### config.mk
export PLATFORM = sky130hd
export DESIGN_NAME = cache_exerciser
export DESIGN_NICKNAME = d
export VERILOG_FILES = /design/src/cache_pkg.sv /design/src/exer_pkg.sv /design/src/cache_exerciser.sv
export VERILOG_INCLUDE_DIRS = /design/src /design/src/src
export SDC_FILE = /design/constraint.sdc
export NUM_CORES = 1
export LEC_CHECK = 0
export BUFFER_PORTS_ARGS = -buffer_cell sky130_fd_sc_hd__buf_2
export CAP_MARGIN = 20
export CORE_UTILIZATION = 52
export DETAILED_ROUTE_END_ITERATION = 16
export PLACE_DENSITY = 0.82
export SYNTH_ARGS = -nofsm -noshare
export SYNTH_HDL_FRONTEND = slang
export SYNTH_SLANG_ARGS = --single-unit
### constraint.sdc
create_clock -name clk -period 5.2 [get_ports clk]
set_input_delay 0.78 -clock clk [delete_from_list [all_inputs] [get_ports clk]]
set_output_delay 0.78 -clock clk [all_outputs]
set_load 0.05 [all_outputs]
### src/cache_defs.svh
// ================================================
// cache geometry and address split macros
// included by the packages and the cache RTL
// ================================================
`ifndef CACHE_DEFS_SVH
`define CACHE_DEFS_SVH

`define CACHE_ADDR_W   64                 // byte address
`define CACHE_WORD_W   64                 // cpu-side word
`define CACHE_LINE_W   512                // eight words per line
`define CACHE_LINES    8

// word select inside a line
`define CACHE_OFS_LSB  3
`define CACHE_OFS_MSB  5

// line index
`define CACHE_IDX_LSB  6
`define CACHE_IDX_MSB  8

`define CACHE_TAG_LSB  9                  // tag runs up to the address msb
`define CACHE_TAG_W    (`CACHE_ADDR_W - `CACHE_TAG_LSB)

`endif

### src/cache_pkg.sv
// ================================================
// cache data types, memory opcodes, controller states
// ================================================
`include "cache_defs.svh"

package cache_pkg;

  typedef logic [`CACHE_ADDR_W-1:0] addr_t;
  typedef logic [`CACHE_WORD_W-1:0] word_t;
  typedef logic [`CACHE_LINE_W-1:0] line_t;
  typedef logic [`CACHE_TAG_W-1:0]  tag_t;

  typedef enum logic {
    MEM_READ  = 1'b0,
    MEM_WRITE = 1'b1
  } mem_op_e;

  typedef enum logic [2:0] {
    C_IDLE, C_LOOKUP, C_FILL, C_UPDATE, C_WRITE_MEM, C_ACK
  } ctrl_state_e;

endpackage

### src/exer_pkg.sv
// ================================================
// exerciser states and the write pattern table
// ================================================
`include "cache_defs.svh"

package exer_pkg;

  typedef enum logic [2:0] {
    E_IDLE,
    E_GAP_W,    // idle gap before the write
    E_WRITE,
    E_GAP_R,    // idle gap before the read-back
    E_READ,
    E_DONE
  } exer_state_e;

  // word k uses entry k mod 8, xored with its byte address
  localparam logic [`CACHE_WORD_W-1:0] PATTERN [8] = '{
    64'h8c2078a7_07e5484d,
    64'h4765af4e_5226ec81,
    64'h8046a887_4f66de44,
    64'h24334404_8c940a7d,
    64'h01dec340_02e85dec,
    64'h9bb5df90_9d43c9b6,
    64'h2b9b566d_5c040a78,
    64'h196df530_aeb93dad
  };

endpackage

### src/cache_exerciser.sv
// ================================================
// traffic exerciser: gap, write, gap, read-back per word
// counts read-back mismatches against the pattern rule
// ================================================
`timescale 1ns/1ps
`include "cache_defs.svh"

module cache_exerciser (
  input  logic                     clk,
  input  logic                     rst,
  input  logic                     i_start,
  input  logic [`CACHE_ADDR_W-1:0] i_base_addr,
  input  logic [7:0]               i_word_count,
  input  logic [7:0]               i_gap,
  input  logic                     i_expired,
  input  logic                     i_ack,
  input  logic [`CACHE_WORD_W-1:0] i_rdata,
  output logic                     o_load,
  output logic                     o_req,
  output cache_pkg::mem_op_e       o_op,
  output logic [`CACHE_ADDR_W-1:0] o_addr,
  output logic [`CACHE_WORD_W-1:0] o_wdata,
  output logic                     o_busy,
  output logic                     o_done,
  output logic [15:0]              o_mismatch_cnt
);

  exer_pkg::exer_state_e state_q;
  cache_pkg::addr_t      addr_q;
  cache_pkg::word_t      exp_word;
  logic [7:0]            word_idx_q;
  logic [15:0]           mismatch_q;
  logic                  load_q;
  logic                  last_word;
  logic                  gap_over;

  // same value is written and later expected back
  assign exp_word  = exer_pkg::PATTERN[word_idx_q[2:0]] ^ addr_q;
  assign last_word = (word_idx_q == i_word_count - 8'd1);

  // timer loads a cycle after the pulse, stale flag still right for a zero gap
  assign gap_over  = i_expired && (!load_q || i_gap == 8'd0);

  always_ff @(posedge clk) begin
    if (rst) begin
      state_q    <= exer_pkg::E_IDLE;
      addr_q     <= '0;
      word_idx_q <= '0;
      mismatch_q <= '0;
      load_q     <= 1'b0;
    end else begin
      load_q <= 1'b0;   // single-cycle pulse
      case (state_q)
        exer_pkg::E_IDLE, exer_pkg::E_DONE: begin
          if (i_start) begin
            addr_q     <= i_base_addr;
            word_idx_q <= '0;
            mismatch_q <= '0;
            if (i_word_count == '0) begin
              state_q <= exer_pkg::E_DONE;
            end else begin
              load_q  <= 1'b1;
              state_q <= exer_pkg::E_GAP_W;
            end
          end
        end
        exer_pkg::E_GAP_W: if (gap_over) state_q <= exer_pkg::E_WRITE;
        exer_pkg::E_WRITE: begin
          if (i_ack) begin
            load_q  <= 1'b1;
            state_q <= exer_pkg::E_GAP_R;
          end
        end
        exer_pkg::E_GAP_R: if (gap_over) state_q <= exer_pkg::E_READ;
        exer_pkg::E_READ: begin
          if (i_ack) begin
            if (i_rdata != exp_word) begin
              mismatch_q <= mismatch_q + 16'd1;
            end
            if (last_word) begin
              state_q <= exer_pkg::E_DONE;
            end else begin
              word_idx_q <= word_idx_q + 8'd1;
              addr_q     <= addr_q + `CACHE_ADDR_W'd8;    // next word
              load_q     <= 1'b1;
              state_q    <= exer_pkg::E_GAP_W;
            end
          end
        end
        default: state_q <= exer_pkg::E_IDLE;
      endcase
    end
  end

  assign o_load  = load_q;
  assign o_req   = (state_q == exer_pkg::E_WRITE) || (state_q == exer_pkg::E_READ);
  assign o_op    = (state_q == exer_pkg::E_WRITE) ? cache_pkg::MEM_WRITE : cache_pkg::MEM_READ;
  assign o_addr  = addr_q;
  assign o_wdata = exp_word;
  assign o_busy  = (state_q != exer_pkg::E_IDLE) && (state_q != exer_pkg::E_DONE);
  assign o_done  = (state_q == exer_pkg::E_DONE);
  assign o_mismatch_cnt = mismatch_q;

endmodule

# [Yosys cells after proc, flatten, opt, wreduce, memory -nomap -nowiden]
# Memory sizes are Yosys's and may differ from the RTL's.
# Index checks and enable logic that the tools add are counted.
[op_classes] add_sub_neg=4 n_lt_le_gt_ge=1 eq_ne=15 mux=29 n_bitwise=2 reduce_logical=14
[ops] operator="$mux W64" count=5
[ops] operator="$pmux W64 S2" count=1
[ops] operator="$add A64 B4 Y64 const B" count=1
[ops] operator="$ne A64 B64 Y1" count=1
[ops] operator="$xor A64 B64 Y64" count=1
[ops] operator="$mux W16" count=3
[ops] operator="$pmux W16 S2" count=1
[ops] operator="$mux W8" count=3
[ops] operator="$mux W3" count=7
[ops] operator="$add A16 B1 Y16 const B" count=1
[ops] operator="$logic_not A8 Y1" count=2
[ops] operator="$pmux W8 S2" count=1
[ops] operator="$pmux W3 S5" count=1
[ops] operator="$ne A2 B2 Y1 const B" count=7
[ops] operator="$add A8 B1 Y8 const B" count=1
[ops] operator="$eq A8 B8 Y1" count=1
[ops] operator="$reduce_and A4 Y1" count=2
[ops] operator="$sub A8 B1 Y8 const B" count=1
[ops] operator="$eq A3 B2 Y1 const B" count=2
[ops] operator="$eq A3 B3 Y1 const B" count=2
[ops] operator="$mux W1" count=6
[ops] operator="$reduce_and A5 Y1" count=1
[ops] operator="$ge A4 B4 Y1 const B" count=1
[ops] operator="$not A3 Y4" count=1
[ops] operator="10 further kinds" count=12
[totals] reg_bits=92 romBits=512 in_bits=149 output_inout_bits=149 n_memories=1
[memory_table] name="(name not given)" depth=8 width=64 read_ports=1 rd_clocked_by_memory_dff=0 wr=0 line_no="cache_exerciser.sv:38" rtl="assign exp_word = exer_pkg::PATTERN[word_idx_q[2:0]] ^ addr_q;"

# [Depth between registers and ports, before layout]
# Gate-level depths: netlist of run 1.
[logic_depth] ltp_word=9 ltp_mapped=14 mapped_depth_nobuf=11

# [Least setup slack after synthesis of run 1]
# No wires, ideal clock.
[synth_timing] kind="register to register" start="register word_idx_q[0]" end="register mismatch_q[10], in the netlist o_mismatch_cnt[10]" setup_ns=0.132 arrival_time_ns=4.006 setup_slack_ns=1.062 path_stages_with_launch=14 synth_period_minus_slack_ns=4.138 cell_sequence="dfxtp_1 -> buf_2 -> inv_1 -> ha_1 -> clkbuf_1 -> nor2b_1 -> xor2_1 -> xor2_1 -> a2111oi_0 -> nand4_1 -> or4_1 -> buf_2 -> o211ai_1 -> o32ai_1"
[synth_between] elab_chain_len=8
[synth_rtl] item="start, declared" line_no="cache_exerciser.sv:31" rtl="logic [7:0] word_idx_q;"
[synth_rtl] item="start signal, assigned" line_no="cache_exerciser.sv:83" rtl="word_idx_q <= word_idx_q + 8'd1;"
[synth_rtl] item="$not A3 Y4 (not written as such)" line_no="cache_exerciser.sv:38"
[synth_rtl] item="$mem_v2 Z8 W64"
[synth_rtl] item="$mux W64 (not written as such) (2 in a row)" line_no="cache_exerciser.sv:38"
[synth_rtl] item="$xor A64 B64 Y64" line_no="cache_exerciser.sv:38"
[synth_rtl] item="via o_wdata[19]" line_no="cache_exerciser.sv:22" rtl="output logic [`CACHE_WORD_W-1:0] o_wdata,"
[synth_rtl] item="$ne A64 B64 Y1" line_no="cache_exerciser.sv:77" rtl="if (i_rdata != exp_word) begin"
[synth_rtl] item="$ne A2 B2 Y1 (no source line)"
[synth_rtl] item="$reduce_and A4 Y1 (no source line)"
[synth_rtl] item="end signal, assigned" line_no="cache_exerciser.sv:78" rtl="mismatch_q <= mismatch_q + 16'd1;"
[synth_rtl] item="end, declared" line_no="cache_exerciser.sv:32" rtl="logic [15:0] mismatch_q;"
# The timed path passes the listed nets, and every way through them passes these cells. The select of a mux whose other input is x is not followed.
# A chain may end at the register's enable or synchronous reset.

# [Worst setup path after layout of run 1]
[layout_timing] start="register word_idx_q[0]" end="register mismatch_q[3], in the netlist o_mismatch_cnt[3]"
[layout_between] elab_chain_len=8
[layout_rtl] item="$not A3 Y4 (not written as such)" line_no="cache_exerciser.sv:38"
[layout_rtl] item="$mem_v2 Z8 W64"
[layout_rtl] item="$mux W64 (not written as such) (2 in a row)" line_no="cache_exerciser.sv:38"
[layout_rtl] item="$xor A64 B64 Y64" line_no="cache_exerciser.sv:38"
[layout_rtl] item="$ne A64 B64 Y1" line_no="cache_exerciser.sv:77"
[layout_rtl] item="$ne A2 B2 Y1 (no source line)"
[layout_rtl] item="$reduce_and A4 Y1 (no source line)"
# Every way passes these cells. The select of a mux whose other input is x is not followed.

==> metrics, run 1 <==
setup total negative slack 0 ns; cts repair resizes 0; die area 17,400 um2; initial antenna violation count 0; final setup margin 0.791 ns; fraction of layout cells with a size suffix above 1 24.0%; Max transition margin 27.3%; Core Area 16,500 um2; clock slew at reported path FFs 0.07 ns; Post-DRT Antenna Nets 0; Die X 132 um; Post-synth EDFFs 0; crit path DAT 4.61 ns; worst path cell trace inv_1, ha_1, mux2i_1, xnor2_1, nor2_1, a2111oi_0, nand4_1, or4_1, o21ai_0, o32ai_1; multi-input logic area 6320 um2; Starting Density 53.0%; gr ovfl total 0; clock sink count 92; fill cell count 1,552; gr usage total 39.6%; sequential area share after synthesis 21.0%; Psw 1.13 mW; post-CTS setup buffer count 0; library cells used by synthesis 77; outcome finished, final reports clean; Skew-Pair Late Insertion Delay 0.36 ns; most frequent cell after synthesis nand2_1; crit path max fanout 13; worst slack at placement 1.00 ns; max-slew violations 0; Worst Hold Class register to register; IO Pins 298; Slew @ Worst Pin 1.09 ns; Final min period 4.41 ns; CTS tree built; Detailed Route WL 35.9 mm; Req. time, crit path 5.40 ns; first-pass GRT wire length 53.2 mm; hpwl dp 27.1 mm; Max Buffers Root-to-Sink 2; Iteration-0 DRC Markers 1,222; CP max-delay cell or4_1; # DRC 0; final setup fails 0; hold violation count in the final report 0; Internal Power 1.42 mW; commonest cells in the netlist 138 x nand2_1, 105 x a21oi_1, 100 x nor2_1; Die Ht 132 um; Comb power frac 37.9%; Async SR Flop Fraction 0%; switching share of total power 44.2%; vias after detailed routing 10,592; wire per inst 21.4 um; vias in the first global route 9,280; Post-Syn Instances 1,224; GP Congestion 1.03; row cnt 47; IO Port Bufs 297; Setup CP Type register to register; # nets final 1,615; Synth-to-Final Area Change 19.9%; MaxCap Viol Count 0; Inserted Diodes 0; Synth area leaders dfxtp_1 21%, xnor2_1 7.0%, a21oi_1 6.0%; RSZ-0062 raised after global routing no; DRT Pass-1 Iters 7; Reg power frac 35.0%; CP endpoint kind register; total chip power 2.55 mW; CTS Hold Buffers Added 0; peak supply drop 0.176 mV; area of the mapped netlist 8760 um2; Clock Tree Root clkbuf_16; CTS Buf Count 9; Final Skew 0.0124 ns; critical path's largest stage delay 0.86 ns; P_leak 4.37 nW; Critical Path Start Type register; Primary FF master, synth dfxtp_1; final worst path period share 84.8%; Synth area leader dfxtp_1; Pwr Density 243 nW/um2; Storage cell area 1840 um2; fmax 227 MHz; part of the power in the clock network 27.1%; Synth Register Bits 92; largest net degree at the start of global routing 103; design area 10,500 um2; DP Area 10,200 um2; Synth Net Count 1,387; vias per cell 6.32; top-area cell type share of the netlist area 21.0%; H-tree Lvls 3; Synth Area per Inst 7.16 um2; Ys Warns 0
layout by cell type, fill, tap and decap left out, types with 10 or more instances in the layout:
cell type,netlist,routed
a211oi_1,18,18
a21oi_1,105,105
a22oi_1,16,16
a31oi_1,14,14
and2_1,15,15
and3_1,26,26
buf_2,9,297
buf_4,2,17
dfxtp_1,92,91
ha_1,14,14
inv_1,38,38
mux2i_1,21,21
nand2_1,138,137
nand2b_1,30,30
nand3_1,40,40
nand4_1,27,27
nor2_1,100,99
nor2b_1,21,21
nor3_1,38,38
nor4_1,21,21
o21ai_0,69,69
o31ai_1,24,24
o32ai_1,13,13
or3_1,17,17
xnor2_1,70,70
xnor3_1,10,10
xor2_1,35,35
state kept, by name (all words and copies together) (netlist names):
signal          cells
o_addr             64
o_mismatch_cnt     16
word_idx_q          8
state_q             3
o_load              1
layout make-up:
type	instances	share of cell area [%]
Clock buffer	10	2.18
Clock inverter	6	0.667
Inverter	39	1.39
Multi-Input combinational cell	996	60.2
Sequential cell	92	17.6
Tap cell	220	2.62
Timing Repair Buffer	314	15.4
layer usage:
layer	wire length [um]	vias up	global-route usage, %	part of all wire (%)
li1	-	4882	-	-
met2	16100	686	62.2	45
met3	3570	113	7.42	9.9
met1	14300	4911	51.5	40
met4	1920	0	21.4	5.4
met5	0	-	0	0
path summary, 6_finish.rpt:
kind / from / endpoint / slack, ns / cells past startpoint
max reg2reg: word_idx_q[0]$_SDFFE_PP0P_ / o_mismatch_cnt[3]$_SDFFE_PP0P_ / 0.79 / 10
min: o_mismatch_cnt[15]$_SDFFE_PP0P_ / o_mismatch_cnt[15]$_SDFFE_PP0P_ / 0.51 / 2
min reg2reg: o_mismatch_cnt[15]$_SDFFE_PP0P_ / o_mismatch_cnt[15]$_SDFFE_PP0P_ / 0.51 / 2
max: word_idx_q[0]$_SDFFE_PP0P_ / o_mismatch_cnt[3]$_SDFFE_PP0P_ / 0.79 / 10
worst max-delay path, delay by kind of cell, from the launching register on:
| family | cells | cell delay [ns] |
|---|---|---|
| AND/OR/NAND/NOR | 3 | 1.26 |
| AO/OA/AOI/OAI | 3 | 0.83 |
| multiplexers | 1 | 0.66 |
| adder cells (fa/ha/maj) | 1 | 0.58 |
| flip-flops | 1 | 0.49 |
| XOR/XNOR | 1 | 0.22 |
| buffers and inverters | 1 | 0.21 |
power groups by stage:
stage                     Combinational [mW]  Sequential, mW  Clock (mW)
after floorplan                        0.579           0.981           0
after global placement                 0.948           0.902           0
after detailed placement               0.951           0.901           0
after CTS                              0.955           0.886       0.690
after global routing                    1.01           0.894       0.723
final                                  0.968           0.894       0.692
cells by family after synthesis:
logic type | after synthesis | share of synthesized area, %
AND/OR/NAND/NOR | 507 | 29.1
AO/OA/AOI/OAI | 335 | 24.4
flip-flops | 92 | 21.0
buffers and inverters | 136 | 7.07
XOR/XNOR | 117 | 13.6
multiplexers | 23 | 2.79
adder cells (fa/ha/maj) | 14 | 2.00
stage by stage:
| stage | utilization [%] | std cells | hold WS (ns) |
|---|---|---|---|
| CTS | 63.5 | 1677 | 0.514 |
| floorplan | - | 1224 | 0.505 |
| global route | 63.5 | 1677 | 0.545 |
| detailed placement | 61.7 | 1661 | 0.504 |
| finish | 63.5 | 1677 | 0.507 |
| global placement | 61.7 | 1661 | 0.494 |
Note: power is estimated with default switching activity, not from simulation.
==> run 2, diff against run 1 <==
==> constraint.sdc (replaced) <==
create_clock -name clk -period 4.6 [get_ports clk]
set_input_delay 0.69 -clock clk [delete_from_list [all_inputs] [get_ports clk]]
set_output_delay 0.69 -clock clk [all_outputs]
set_load 0.05 [all_outputs]
==> run 2 against run 1 <==
Flip-flop and latch count unchanged. Largest power group unchanged. Highest routed layer unchanged. Total power increased by 12%. Largest cell class unchanged. Register-to-register slack got worse by 0.37 ns. Combinational power increased by 14%. Cell count increased by 0.42%. Cell area increased by 0.61%. First-iteration DRC count decreased by 4.7%. Via count increased by 0.60%. Clock power increased by 7.5%. Critical path depth decreased by 1. Hold slack improved by 0.012 ns. Global-route usage decreased by 0.67 points.
==> metrics, run 2 (synthesized netlist as in run 1, its figures left out) <==
hold violation count in the final report 0; die area 17,400 um2; CTS Buf Count 9; Post-DRT Antenna Nets 0; CTS Hold Buffers Added 0; total chip power 2.85 mW; Inserted Diodes 0; Synth-to-Final Area Change 20.6%; worst r2r path cells 9; cts repair resizes 0; IO Pins 298; Iteration-0 DRC Markers 1,165; final setup margin 0.419 ns; most frequent cells in the layout 297 x buf_2, 137 x nand2_1, 105 x a21oi_1; Detailed Route WL 35.2 mm; largest net degree at the start of global routing 79; WHS Path Cells 2; Setup CP Type register to register; IO Port Bufs 297; initial antenna violation count 0; crit path max fanout 33; Slew @ Worst Pin 1.06 ns; Skew-Pair Late Insertion Delay 0.36 ns; Final min period 4.18 ns; gr usage total 39.0%; crit path DAT 4.37 ns; DRT Pass-1 Iters 5; Core Area 16,500 um2; vias after detailed routing 10,656; final setup fails 0; # DRC 0; H-tree Lvls 3; MaxCap Viol Count 0; Max Buffers Root-to-Sink 2; fraction of layout cells with a size suffix above 1 24.3%; CP endpoint kind register; GP Congestion 1.06; vias in the first global route 9,468; vias per cell 6.33; Clock Tree Root clkbuf_16; RSZ-0062 raised after global routing no; max reg flops 64; Die Ht 132 um; # nets final 1,622; first-pass GRT wire length 52.8 mm; Pwr Density 270 nW/um2; Critical Path Start Type register; clock slew at reported path FFs 0.07 ns; post-CTS setup buffer count 0; clock sink count 92; P_leak 4.42 nW; CTS tree built; Req. time, crit path 4.79 ns; Final Skew 0.0117 ns; outcome finished, final reports clean; Die X 132 um; Worst Hold Class register to register; gr ovfl total 0; fill cell count 1,540; hpwl dp 27.1 mm; multi-input logic area 6320 um2; peak supply drop 0.230 mV; Starting Density 53.0%; Max transition margin 29.6%; wire per inst 20.9 um; commonest non-fill, non-tap cell in the layout buf_2; fmax 239 MHz; row cnt 47; worst slack at placement 0.524 ns; setup total negative slack 0 ns; max-slew violations 0; final worst path period share 90.9%; Storage cell area 1840 um2
[run 2: metal layers]
| metal | global-route usage (%) | part of all wire, % |
|---|---|---|
| met1 | 50.4 | 39 |
| met2 | 61.1 | 45 |
| met3 | 6.34 | 11 |
| met4 | 23.3 | 5.5 |
| met5 | 0 | 0 |
[run 2: metrics by stage]
stage | utilization (%) | cells | hold WS [ns] | area (um2)
final | 63.9 | 1684 | 0.518 | 10600
after floorplan | - | 1224 | 0.505 | 8760
after global routing | 63.9 | 1684 | 0.553 | 10600
after global placement | 62.2 | 1667 | 0.493 | 10300
after detailed placement | 62.2 | 1667 | 0.509 | 10300
after CTS | 63.9 | 1683 | 0.521 | 10600
[run 2: final cells by class]
cell class | instances | share of cell area (%)
clock buffers | 11 | 2.30
clock inverters | 5 | 0.403
inverters | 39 | 1.39
multi-input cells | 996 | 59.8
flip-flops and latches | 92 | 17.4
well taps | 220 | 2.61
repair buffers | 321 | 16.0
[run 2: where the power goes]
part           internal [mW]  switching, mW
sequential             0.852          0.159
combinational          0.337          0.759
clock                  0.390          0.354
total                   1.58           1.27
[run 2: path summary, 6_finish.rpt]
kind | start | endpoint | slack [ns]
hold reg to reg | o_addr[62]$_SDFFE_PP0P_ | o_addr[62]$_SDFFE_PP0P_ | 0.52
setup reg to reg | word_idx_q[2]$_SDFFE_PP0P_ | o_mismatch_cnt[4]$_SDFFE_PP0P_ | 0.42
setup / recovery | word_idx_q[2]$_SDFFE_PP0P_ | o_mismatch_cnt[4]$_SDFFE_PP0P_ | 0.42
hold / removal | o_addr[62]$_SDFFE_PP0P_ | o_addr[62]$_SDFFE_PP0P_ | 0.52
[run 2: worst max-delay path, stage by stage, from the launching register on]
cell,delay (ns)
dfxtp_2,0.76
buf_4,0.38
mux2i_4,0.38
xnor2_1,0.12
and2_1,0.16
a2111oi_0,0.61
nand4_1,0.27
or4_1,0.85
o21ai_0,0.34
o32ai_1,0.13
==> run 3, diff against run 2 <==
--- a/config.mk
+++ b/config.mk
@@ -8,9 +8,10 @@
 export LEC_CHECK = 0
 export BUFFER_PORTS_ARGS = -buffer_cell sky130_fd_sc_hd__buf_2
 export CAP_MARGIN = 20
-export CORE_UTILIZATION = 52
+export CORE_UTILIZATION = 40
 export DETAILED_ROUTE_END_ITERATION = 16
-export PLACE_DENSITY = 0.82
+export HOLD_SLACK_MARGIN = 0.15
+export PLACE_DENSITY = 0.68
 export SYNTH_ARGS = -nofsm -noshare
 export SYNTH_HDL_FRONTEND = slang
 export SYNTH_SLANG_ARGS = --single-unit
==> constraint.sdc (replaced) <==
create_clock -name clk -period 3.4 [get_ports clk]
set_input_delay 0.51 -clock clk [delete_from_list [all_inputs] [get_ports clk]]
set_output_delay 0.51 -clock clk [all_outputs]
set_load 0.05 [all_outputs]
==> run 3 against run 2 <==
Core utilization down 8.4 points. Die area up 30%. Register-to-register slack got worse by 0.35 ns. Critical path type unchanged.
==> metrics, run 3 (synthesized netlist as in run 1, its figures left out) <==
outcome finished, final reports clean; Die X 150 um; CP max-delay cell or4_2; wire per inst 21.7 um; commonest non-fill, non-tap cell in the layout buf_2; H-tree Lvls 3; Max Buffers Root-to-Sink 2; clock slew at reported path FFs 0.08 ns; Critical Path Start Type register; P_leak 5.05 nW; gr usage total 34.2%; peak supply drop 0.272 mV; Hold Crit Start i_base_addr[0]; Iteration-0 DRC Markers 954; Max transition margin 44.7%; Core Area 21,200 um2; CTS Buf Count 9; most frequent CP cell buf_4; first-pass GRT wire length 57.4 mm; critical path's largest stage delay 0.71 ns; Setup CP Type register to register; max-slew violations 0; vias after detailed routing 11,079; Starting Density 41.3%; fill cell count 2,101; vias per cell 6.02; worst path cell trace buf_4, ha_1, buf_4, mux2i_1, xor2_2, and2_1, a2111oi_4, nand4_1, buf_6, or4_2, o211ai_1, a21oi_1; Final min period 3.33 ns; clock sink count 92; Die Ht 150 um; crit path DAT 3.57 ns; IO Pins 298; Post-DRT Antenna Nets 0; # DRC 0; initial antenna violation count 1; fraction of layout cells with a size suffix above 1 32.0%; Storage cell area 1850 um2; fmax 300 MHz; Clock Tree Root clkbuf_16; Req. time, crit path 3.64 ns; CTS tree built; Pwr Density 341 nW/um2; crit path max fanout 7; total chip power 4.02 mW; final setup fails 0; most frequent cells in the layout 297 x buf_2, 135 x nand2_1, 112 x buf_4; die area 22,500 um2; # nets final 1,720; gr ovfl total 0; Slew @ Worst Pin 0.830 ns; IO Port Bufs 297; hpwl dp 31.0 mm; row cnt 53; worst setup path start word_idx_q[0]$_SDFFE_PP0P_; multi-input logic area 6650 um2; Skew-Pair Late Insertion Delay 0.37 ns; MaxCap Viol Count 0; setup total negative slack 0 ns; CP endpoint kind register; hold violation count in the final report 0; vias in the first global route 9,921; Detailed Route WL 39.9 mm; max reg flops 64; DRT Pass-1 Iters 6; GP Congestion 1.06; CTS Hold Buffers Added 0; Worst Hold Class input port to register; reg2reg start word_idx_q[0]$_SDFFE_PP0P_; Final Skew 0.0154 ns; Synth-to-Final Area Change 34.5%; final worst path period share 98.0%; largest net degree at the start of global routing 79
run 3: cell count changes in the layout (fill, tap and decap cells not counted), sizes merged:
cell / before / now
clkbuf: 11 / 9
clkinv: 3 / 5
diode: 0 / 2
buf: 321 / 418
inv: 41 / 40
clkinvlp: 0 / 1
or4: 7 / 8
run 3: stage by stage:
step | instances | instance area [um2] | util (%) | hold slack [ns] | setup slack, ns
after floorplan | 1224 | 8950 | - | 0.505 | 0.0134
after global placement | 1813 | 11300 | 53.0 | 0.500 | 0.0190
after detailed placement | 1813 | 11300 | 53.0 | 0.510 | -0.0640
after CTS | 1830 | 11600 | 54.5 | 0.381 | 0.0110
after global routing | 1837 | 11800 | 55.5 | 0.382 | -0.0589
final | 1839 | 11800 | 55.5 | 0.382 | 0.0686
run 3: final timing paths:
kind,endpoint,slack (ns),cells after the start
max reg2reg,o_mismatch_cnt[7]$_SDFFE_PP0P_,0.07,12
min reg2reg,o_mismatch_cnt[1]$_SDFFE_PP0P_,0.53,2
min,o_addr[0]$_SDFFE_PP0P_,0.38,3
max,o_mismatch_cnt[7]$_SDFFE_PP0P_,0.07,12
run 3: report_power, final:
| part | switching [mW] | internal [mW] |
|---|---|---|
| combinational | 1.13 | 0.544 |
| sequential | 0.169 | 1.15 |
| clock | 0.514 | 0.515 |
| total | 1.81 | 2.21 |
run 3: worst max-delay path, delay by kind of cell, from the launching register on:
family,cells,cell delay [ns]
XOR/XNOR,1,0.18
flip-flops,1,0.38
buffers and inverters,3,0.51
multiplexers,1,0.25
adder cells (fa/ha/maj),1,0.20
AO/OA/AOI/OAI,3,0.55
AND/OR/NAND/NOR,3,1.13
run 3: layer usage:
metal / track usage (%) / vias to the layer above / wire length [um]
met5: 0 / - / 0
met4: 17.4 / 0 / 2130
met3: 6.37 / 118 / 3850
met1: 41.5 / 5160 / 15000
li1: - / 5098 / -
met2: 57.5 / 703 / 18800
run 3: final cells by class:
type                    instances  share of cell area [%]
diodes                          2                  0.0425
clock buffers                   9                    1.91
clock inverters                 7                   0.595
inverters                      39                    1.29
multi-input cells             997                    56.5
flip-flops and latches         92                    15.7
well taps                     275                    2.92
repair buffers                418                    21.1
run 3: timing repair:
action,4_1_cts,5_1_grt
setup buffers,1,7
endpoints found under the setup margin,8,16
gates resized for setup,3,40
cloned,0,1
endpoints found under the hold margin,0,0
pin swaps,1,8
